--- src/include/rot_settings.svh ---
`ifndef ROT_SETTINGS_SVH
`define ROT_SETTINGS_SVH

// words per row, one word per array column
`define ROT_COLS 4

// bits per weight
`define ROT_WORD_W 8

// rows per bank
`define ROT_DEPTH 32

// largest kernel width, must be odd
`define ROT_KW_MAX 7

// maxima of the replay loop counts
`define ROT_CI_MAX 8
`define ROT_XW_MAX 8
`define ROT_BLOCKS_MAX 4
`define ROT_XN_MAX 2

`endif
--- src/design/rot_stream_pkg.sv ---
`include "rot_settings.svh"

package rot_stream_pkg;

  // one weight, and one full row of weights
  typedef logic [`ROT_WORD_W-1:0] word_t;
  typedef word_t [`ROT_COLS-1:0] row_t;

  localparam int ADDR_W = $clog2(`ROT_DEPTH);

  // half the kernel width, also used by the header types
  localparam int KW2_W = $clog2((`ROT_KW_MAX + 1) / 2);

  // row address inside one bank
  typedef logic [ADDR_W-1:0] addr_t;

  // position flags sent with every output row
  typedef struct packed {
    logic [KW2_W-1:0] kw2;
    logic             is_w_first_clk;
    logic             is_cin_last;
    logic             is_w_first_kw2;
    logic             is_w_last;
  } out_user_t;

endpackage

--- src/design/rot_cfg_pkg.sv ---
`include "rot_settings.svh"

package rot_cfg_pkg;

  import rot_stream_pkg::*;

  // loop count widths, each holding count minus one
  typedef logic [KW2_W-1:0]                   kw2_t;
  typedef logic [$clog2(`ROT_CI_MAX)-1:0]     ci_t;
  typedef logic [$clog2(`ROT_XW_MAX)-1:0]     xw_t;
  typedef logic [$clog2(`ROT_BLOCKS_MAX)-1:0] blk_t;
  typedef logic [$clog2(`ROT_XN_MAX)-1:0]     xn_t;

  // kernel tap index, runs up to 2*kw2
  typedef logic [$clog2(`ROT_KW_MAX)-1:0]     tap_t;

  // header sampled with the last beat of a block
  typedef struct packed {
    addr_t addr_p_max;
    addr_t addr_p0_max;
    xn_t   xn_1;
    ci_t   cin_p_1;
    ci_t   cin_p0_1;
    blk_t  blocks_1;
    xw_t   cols_1;
    kw2_t  kw2;
    logic  is_first_p;
  } hdr_t;

  // decoded configuration kept per bank
  typedef struct packed {
    addr_t addr_max;
    xn_t   xn_1;
    blk_t  blocks_1;
    xw_t   cols_1;
    ci_t   cin_1;
    kw2_t  kw2;
  } cfg_t;

endpackage

--- src/design/weight_rotator.sv ---
`timescale 1ns/100ps

module weight_rotator
  import rot_stream_pkg::*, rot_cfg_pkg::*;
(
  input  logic      aclk,
  input  logic      aresetn,
  input  logic      i_s_valid,
  output logic      o_s_ready,
  input  logic      i_s_last,
  input  row_t      i_s_data,
  input  hdr_t      i_s_user,
  output logic      o_m_valid,
  input  logic      i_m_ready,
  output row_t      o_m_data,
  output logic      o_m_last,
  output out_user_t o_m_user
);

  cfg_t rd_cfg;
  logic latch;
  logic wr_bank;
  logic rd_bank;
  logic start;
  logic out_fire;
  logic blk_done;

  // header decode, one config per bank
  rot_cfg_decode u_decode (
    .aclk      (aclk),
    .aresetn   (aresetn),
    .i_hdr     (i_s_user),
    .i_latch   (latch),
    .i_wr_bank (wr_bank),
    .i_rd_bank (rd_bank),
    .o_rd_cfg  (rd_cfg)
  );

  rot_pingpong_bank u_bank (
    .aclk       (aclk),
    .aresetn    (aresetn),
    .i_s_valid  (i_s_valid),
    .i_s_last   (i_s_last),
    .i_s_data   (i_s_data),
    .o_s_ready  (o_s_ready),
    .i_addr_max (rd_cfg.addr_max),
    .i_m_ready  (i_m_ready),
    .i_blk_done (blk_done),
    .o_m_valid  (o_m_valid),
    .o_m_data   (o_m_data),
    .o_latch    (latch),
    .o_wr_bank  (wr_bank),
    .o_rd_bank  (rd_bank),
    .o_start    (start),
    .o_fire     (out_fire)
  );

  // loop position, gives tlast and the user flags
  rot_loop_counters u_counters (
    .aclk       (aclk),
    .aresetn    (aresetn),
    .i_start    (start),
    .i_fire     (out_fire),
    .i_cfg      (rd_cfg),
    .o_blk_done (blk_done),
    .o_user     (o_m_user)
  );

  assign o_m_last = blk_done;

endmodule

--- src/design/rot_loop_counters.sv ---
`timescale 1ns/100ps

module rot_loop_counters
  import rot_stream_pkg::*, rot_cfg_pkg::*;
(
  input  logic      aclk,
  input  logic      aresetn,
  input  logic      i_start,
  input  logic      i_fire,
  input  cfg_t      i_cfg,
  output logic      o_blk_done,
  output out_user_t o_user
);

  tap_t c_tap;
  ci_t  c_cin;
  xw_t  c_cols;
  blk_t c_blk;
  xn_t  c_xn;

  tap_t tap_max;
  xw_t  cols_left;

  logic l_tap;
  logic l_cin;
  logic l_cols;
  logic l_blk;
  logic l_xn;

  logic w_tap;
  logic w_cin;
  logic w_cols;
  logic w_blk;

  // taps run 0..2*kw2
  assign tap_max = tap_t'({i_cfg.kw2, 1'b0});

  assign l_tap  = (c_tap == tap_max);
  assign l_cin  = (c_cin == i_cfg.cin_1);
  assign l_cols = (c_cols == i_cfg.cols_1);
  assign l_blk  = (c_blk == i_cfg.blocks_1);
  assign l_xn   = (c_xn == i_cfg.xn_1);

  // each counter steps when the one inside it wraps
  assign w_tap  = i_fire && l_tap;
  assign w_cin  = w_tap && l_cin;
  assign w_cols = w_cin && l_cols;
  assign w_blk  = w_cols && l_blk;

  always_ff @(posedge aclk) begin
    if (!aresetn || i_start) begin
      c_tap  <= '0;
      c_cin  <= '0;
      c_cols <= '0;
      c_blk  <= '0;
      c_xn   <= '0;
    end else begin
      if (i_fire) begin
        c_tap <= l_tap ? '0 : c_tap + 1'b1;
      end
      if (w_tap) begin
        c_cin <= l_cin ? '0 : c_cin + 1'b1;
      end
      if (w_cin) begin
        c_cols <= l_cols ? '0 : c_cols + 1'b1;
      end
      if (w_cols) begin
        c_blk <= l_blk ? '0 : c_blk + 1'b1;
      end
      if (w_blk) begin
        c_xn <= l_xn ? '0 : c_xn + 1'b1;
      end
    end
  end

  // final beat of the whole replay
  assign o_blk_done = l_tap && l_cin && l_cols && l_blk && l_xn;

  // columns still to come after the current one
  assign cols_left = i_cfg.cols_1 - c_cols;

  assign o_user.kw2            = i_cfg.kw2;
  assign o_user.is_w_first_clk = (c_tap == '0) && (c_cin == '0) && (c_cols == '0);
  assign o_user.is_cin_last    = l_tap && l_cin;
  assign o_user.is_w_first_kw2 = cols_left < xw_t'(i_cfg.kw2);
  assign o_user.is_w_last      = l_cols;

endmodule

--- src/design/rot_pingpong_bank.sv ---
`timescale 1ns/100ps
`include "rot_settings.svh"

module rot_pingpong_bank
  import rot_stream_pkg::*;
(
  input  logic  aclk,
  input  logic  aresetn,
  input  logic  i_s_valid,
  input  logic  i_s_last,
  input  row_t  i_s_data,
  output logic  o_s_ready,
  input  addr_t i_addr_max,
  input  logic  i_m_ready,
  input  logic  i_blk_done,
  output logic  o_m_valid,
  output row_t  o_m_data,
  output logic  o_latch,
  output logic  o_wr_bank,
  output logic  o_rd_bank,
  output logic  o_start,
  output logic  o_fire
);

  typedef enum logic [1:0] {
    w_idle,
    w_write,
    w_switch
  } wr_state_e;

  typedef enum logic [1:0] {
    r_idle,
    r_read,
    r_switch
  } rd_state_e;

  wr_state_e  wr_state;
  rd_state_e  rd_state;

  row_t       mem [0:1][0:`ROT_DEPTH-1];
  logic [1:0] wr_done;
  logic       wr_bank;
  logic       rd_bank;
  addr_t      wr_addr;
  addr_t      rd_addr;
  row_t       out_row;
  logic       s_fire;
  logic       rd_step;
  logic       rd_finish;

  assign o_s_ready = (wr_state == w_write);
  assign s_fire    = i_s_valid && o_s_ready;
  assign o_latch   = s_fire && i_s_last;
  assign o_wr_bank = wr_bank;
  assign o_rd_bank = rd_bank;

  // write side, fills one bank from address 0
  always_ff @(posedge aclk) begin
    if (!aresetn) begin
      wr_state <= w_idle;
      wr_bank  <= 1'b0;
      wr_addr  <= '0;
    end else begin
      case (wr_state)
        w_idle: begin
          // wait until the reader has released this bank
          if (!wr_done[wr_bank]) begin
            wr_state <= w_write;
          end
        end
        w_write: begin
          if (s_fire) begin
            wr_addr <= wr_addr + 1'b1;
          end
          if (o_latch) begin
            wr_state <= w_switch;
          end
        end
        w_switch: begin
          wr_bank  <= !wr_bank;
          wr_addr  <= '0;
          wr_state <= w_idle;
        end
        default: wr_state <= w_idle;
      endcase
    end
  end

  always_ff @(posedge aclk) begin
    if (s_fire) begin
      mem[wr_bank][wr_addr] <= i_s_data;
    end
  end

  // set when a bank is full, cleared once its replay ends
  always_ff @(posedge aclk) begin
    if (!aresetn) begin
      wr_done <= '0;
    end else begin
      if (wr_state == w_switch) begin
        wr_done[wr_bank] <= 1'b1;
      end
      if (rd_finish) begin
        wr_done[rd_bank] <= 1'b0;
      end
    end
  end

  assign o_m_valid = (rd_state == r_read);
  assign o_fire    = o_m_valid && i_m_ready;
  assign o_start   = (rd_state == r_idle) && wr_done[rd_bank];
  assign rd_finish = o_fire && i_blk_done;
  // first load on start, then one row per handshake
  assign rd_step   = o_start || (o_fire && !i_blk_done);

  // read side, cyclic over 0..addr_max
  always_ff @(posedge aclk) begin
    if (!aresetn) begin
      rd_state <= r_idle;
      rd_bank  <= 1'b0;
      rd_addr  <= '0;
    end else begin
      if (rd_step) begin
        rd_addr <= (rd_addr == i_addr_max) ? '0 : rd_addr + 1'b1;
      end
      case (rd_state)
        r_idle: begin
          if (o_start) begin
            rd_state <= r_read;
          end
        end
        r_read: begin
          if (rd_finish) begin
            rd_state <= r_switch;
          end
        end
        r_switch: begin
          rd_bank  <= !rd_bank;
          rd_addr  <= '0;
          rd_state <= r_idle;
        end
        default: rd_state <= r_idle;
      endcase
    end
  end

  // output row, held while the sink stalls
  always_ff @(posedge aclk) begin
    if (rd_step) begin
      out_row <= mem[rd_bank][rd_addr];
    end
  end

  assign o_m_data = out_row;

endmodule

--- src/design/rot_cfg_decode.sv ---
`timescale 1ns/100ps

module rot_cfg_decode
  import rot_cfg_pkg::*;
(
  input  logic aclk,
  input  logic aresetn,
  input  hdr_t i_hdr,
  input  logic i_latch,
  input  logic i_wr_bank,
  input  logic i_rd_bank,
  output cfg_t o_rd_cfg
);

  cfg_t       hdr_cfg;
  cfg_t [1:0] bank_cfg;

  // first pass uses its own address limit and channel count
  always_comb begin
    hdr_cfg.addr_max = i_hdr.is_first_p ? i_hdr.addr_p0_max : i_hdr.addr_p_max;
    hdr_cfg.xn_1     = i_hdr.xn_1;
    hdr_cfg.blocks_1 = i_hdr.blocks_1;
    hdr_cfg.cols_1   = i_hdr.cols_1;
    hdr_cfg.cin_1    = i_hdr.is_first_p ? i_hdr.cin_p0_1 : i_hdr.cin_p_1;
    hdr_cfg.kw2      = i_hdr.kw2;
  end

  // one register per bank, written with the last beat of its block
  always_ff @(posedge aclk) begin
    if (!aresetn) begin
      bank_cfg <= '0;
    end else if (i_latch) begin
      bank_cfg[i_wr_bank] <= hdr_cfg;
    end
  end

  // the bank under replay sets the counters and the wrap point
  assign o_rd_cfg = bank_cfg[i_rd_bank];

endmodule

--- config.mk ---
export PLATFORM = sky130hd
export DESIGN_NAME = weight_rotator
export DESIGN_NICKNAME = d
export VERILOG_FILES = /design/src/design/rot_stream_pkg.sv /design/src/design/rot_cfg_pkg.sv /design/src/design/weight_rotator.sv /design/src/design/rot_loop_counters.sv /design/src/design/rot_pingpong_bank.sv /design/src/design/rot_cfg_decode.sv
export VERILOG_INCLUDE_DIRS = /design/src /design/src/include
export SDC_FILE = /design/constraint.sdc
export NUM_CORES = 2
export LEC_CHECK = 0
export BUFFER_PORTS_ARGS = -buffer_cell sky130_fd_sc_hd__clkbuf_2
export CORE_AREA = 2 2 364 366
export CTS_BUF_LIST = sky130_fd_sc_hd__clkbuf_16
export CTS_CLUSTER_DIAMETER = 120
export DETAILED_ROUTE_END_ITERATION = 16
export DIE_AREA = 0 0 366 368
export GPL_TIMING_DRIVEN = 0
export PLACE_DENSITY = 0.82
export SYNTH_ARGS = -nofsm -noshare
export SYNTH_HDL_FRONTEND = slang
export SYNTH_SLANG_ARGS = --single-unit
--- constraint.sdc ---
create_clock -name aclk -period 4.7 [get_ports aclk]
set_clock_uncertainty 0.2 [all_clocks]
set_input_delay 0.94 -clock aclk [delete_from_list [all_inputs] [get_ports aclk]]
set_output_delay 0.94 -clock aclk [all_outputs]
set_load 0.01 [all_outputs]
==> run_results.csv <==
group,metric,value,unit
cts,cts_tree,"built",
setup_path,path_cells,"buf_2 > buf_2 > clkbuf_2 > clkbuf_1 > mux4_2 > mux4_2 > mux2i_1 > a21oi_1",
timing,rsz0062_at_grt,"false",
setup_path,critPathKind,"reg2reg",
yosys,synth-edff-count,2080,
setup_path,endpoint_kind,"register",
setup_path,cp.arrival,5.06,ns
floorplan,rows,133,
floorplan,ioPinCount,103,
global_routing,grt_first_pass_wirelength,331000,µm
timing,setup_viol,1,
cts,clkLatencyLatePin,0.85,ns
detailed_routing,drtPass1Iterations,5,
pwr,power_density,404,mW/mm²
yosys,yosys_warnings,0,
floorplan,initial_core_util,62.8,%
floorplan,die_w,366,µm
setup_path,critical_path.n_buffers_inverters,4,
yosys,synth_cells,3427,
outcome,status,"complete, but fails checks",
cts,cts_max_level,4,
detailed_routing,vias,42360,
timing,fin_crit_sh,100,%
yosys,yosysUniqueCellTypes,49,
yosys,synth_fp_nets,3505,
floorplan,die_area,0.135,mm²
placement,io_buffer_count,101,
detailed_routing,vias_per_cell,7.40,
outcome,violations,"capacitance limit, slew limit, setup timing",
hold_path,worstHoldStart,"i_s_user[4]",
floorplan,die_h,368,µm
setup_path,critPathTopFamily,"buffers and inverters",
placement,post-dp-hpwl,133000,µm
yosys,yosys_register_bits,2143,
setup_path,path_max_fanout,10,
setup_path,required,5.05,ns
cts,path_clk_slew,0.06,ns
global_routing,grtUsageTotal,36.0,%
pwr,max-vdd-ir-drop,0.466,mV
timing,worst_pin_slew,1.53,ns
global_routing,grt-ovfl-total,0,
pwr,total_power,37600,µW
floorplan,coreArea,0.131,mm²
flow_run,maxCapViolCount,1,
timing,setup_ws,-0.00734,ns
pwr,p_leak,0.0284,µW
yosys,syn_area,0.0821,mm²
detailed_routing,drt-initial-drc-count,7728,
yosys,synthArstFlopShare,0,%
cts,cts_inserted_buffers,197,
cts,hold_buffers,0,
cts,cts_buffer_depth,3,
hold_path,min_path_type,"in2reg",
placement,routabilityCongestion,0.878,
setup_path,worstReg2RegStart,"u_bank.rd_addr[1]$_SDFFE_PP0P_",
global_routing,grt_max_degree,65,
finish,layout-drive-gt1-share,31.7,%
global_routing,grt_pass1_vias,42187,
setup_path,startpoint_type,"register",
detailed_routing,drt_wl_total,239000,µm
cts,cts_setup_buffers,0,
timing,slew_viol_final,43,
finish,area_delta_synth_final,13.5,%
setup_path,slowest_stage,"clkbuf_1",
cts,cts.sinks,2143,
detailed_routing,wire_per_inst,41.8,µm
timing,fmax,212,MHz
timing,period_needed,4.71,ns
timing,slew_headroom,-1.82,%
setup_path,max_stage_delay,0.82,ns
yosys,synth_ff_type,"edfxtp_1",
yosys,postSynthAreaPerCell,24.0,µm²
yosys,seq_area_frac_synth,77.6,%
setup_path,startpoint,"u_bank.rd_addr[1]$_SDFFE_PP0P_",
detailed_routing,ant_nets,0,
placement,preCtsSetupSlack,-0.142,ns
finish,layout_commonest_cell,"edfxtp_1",
detailed_routing,drc,0,
cts,ctsRootBufferMaster,"clkbuf_16",
finish,layout.nets,3879,
setup_path,r2r_slack,-0.007,ns
finish,final_cell_mix,"2080 x edfxtp_1, 648 x mux4_2, 202 x clkbuf_16",
global_routing,antenna_found_initial,16,
timing,hold_violations,0,
[layout make-up]
cell class              instances  area, µm²
repair buffers                177       2080
clock buffers                 202       5050
multi-input cells            1087      17900
inverters                      14       52.6
clock inverters               156       1230
diodes                          8       20.0
plain buffers                 181        848
well taps                    1755       2200
fillers                      6945      37700
flip-flops and latches       2143      63700
[worst reg2reg max path, stage by stage (launching register included)]
cell and delay [ns]:
dfxtp_1 0.35, buf_2 0.36, buf_2 0.35, clkbuf_2 0.58, clkbuf_1 0.83, mux4_2 0.45, mux4_2 0.56, mux2i_1 0.51
a21oi_1 0.24
[timing repair]
| item | CTS | global route |
|---|---|---|
| setup endpoints to repair | 9 | 3 |
| pin swaps | 0 | 0 |
| gates resized for setup | 1 | 1 |
| hold endpoints to repair | 0 | 0 |
[path summary, 6_finish.rpt]
path | end | cells past startpoint
max | u_bank.o_m_data[26]$_DFFE_PP_ | 8
min | u_decode.bank_cfg[6]$_SDFFE_PN0P_ | 3
max reg2reg | u_bank.o_m_data[26]$_DFFE_PP_ | 8
min reg2reg | u_bank.wr_state[0]$_SDFFE_PN0P_ | 1
[cell families after synthesis]
family | count (synthesis) | share of synthesized area, %
flip-flops | 2143 | 77.6
multiplexers | 697 | 18.4
AND/OR/NAND/NOR | 240 | 1.38
buffers and inverters | 197 | 1.10
AO/OA/AOI/OAI | 113 | 1.02
XOR/XNOR | 21 | 0.224
adder cells (fa/ha/maj) | 16 | 0.253
[power by group]
part	internal [µW]	total [µW]	switching (µW)	leakage, µW
logic	196	732	536	0.00596
clock network	8630	15900	7260	0.00324
registers	21000	21000	17.5	0.0192
total	29800	37600	7820	0.0284
[cells in the mapped netlist, drive strengths merged (7+ instances only)]
library cell | n | share of area (%)
edfxtp | 2080 | 76
mux4 | 648 | 18
buf | 97 | 0.64
clkbuf | 86 | 0.39
nor2 | 85 | 0.39
nand2 | 79 | 0.36
dfxtp | 63 | 1.5
mux2i | 47 | 0.59
a211oi | 31 | 0.28
nor2b | 20 | 0.15
a21boi | 17 | 0.16
a21oi | 16 | 0.098
o211a | 16 | 0.20
ha | 15 | 0.23
inv | 14 | 0.064
xnor2 | 11 | 0.12
and2 | 10 | 0.076
xor2 | 10 | 0.11
nand3 | 9 | 0.061
and3 | 8 | 0.061
o21ai | 8 | 0.049
a31oi | 7 | 0.053
[state kept, by name, summed over array words and instances, names as in the netlist, named ones only]
signal and count:
u_bank.mem 2048, u_bank.o_m_data 32, u_bank.o_rd_bank 1, u_bank.o_wr_bank 1
u_bank.rd_addr 5, u_bank.rd_state 2, u_bank.wr_addr 5, u_bank.wr_done 2
u_bank.wr_state 2, u_counters.c_blk 2, u_counters.c_cin 3, u_counters.c_cols 3
u_counters.c_tap 3, u_counters.c_xn 1, u_decode.bank_cfg 32
[per-stage QoR]
stage	hold WS (ns)	area, µm²	util [%]	TNS, ns	std cells
after floorplan	0.220	82100	-	0	3427
after global placement	0.233	84800	64.8	-1761.21	5283
after detailed placement	0.256	86600	66.2	-0.613	5348
after CTS	0.104	92900	71.0	0	5705
after global routing	0.155	93100	71.2	0	5718
final	0.140	93100	71.2	-0.00734	5723
[metal layers]
| metal | wire length, µm | vias to the layer above | global-route usage, % | part of all wire, % |
|---|---|---|---|---|
| met1 | 75300 | 21832 | 45.2 | 31 |
| met3 | 28600 | 819 | 8.04 | 12 |
| met4 | 17900 | 10 | 22.0 | 7.5 |
| li1 | - | 15449 | - | - |
| met2 | 117000 | 4250 | 58.3 | 49 |
| met5 | 57 | - | 0 | 0.024 |
Power figures use the tool's default switching activity.
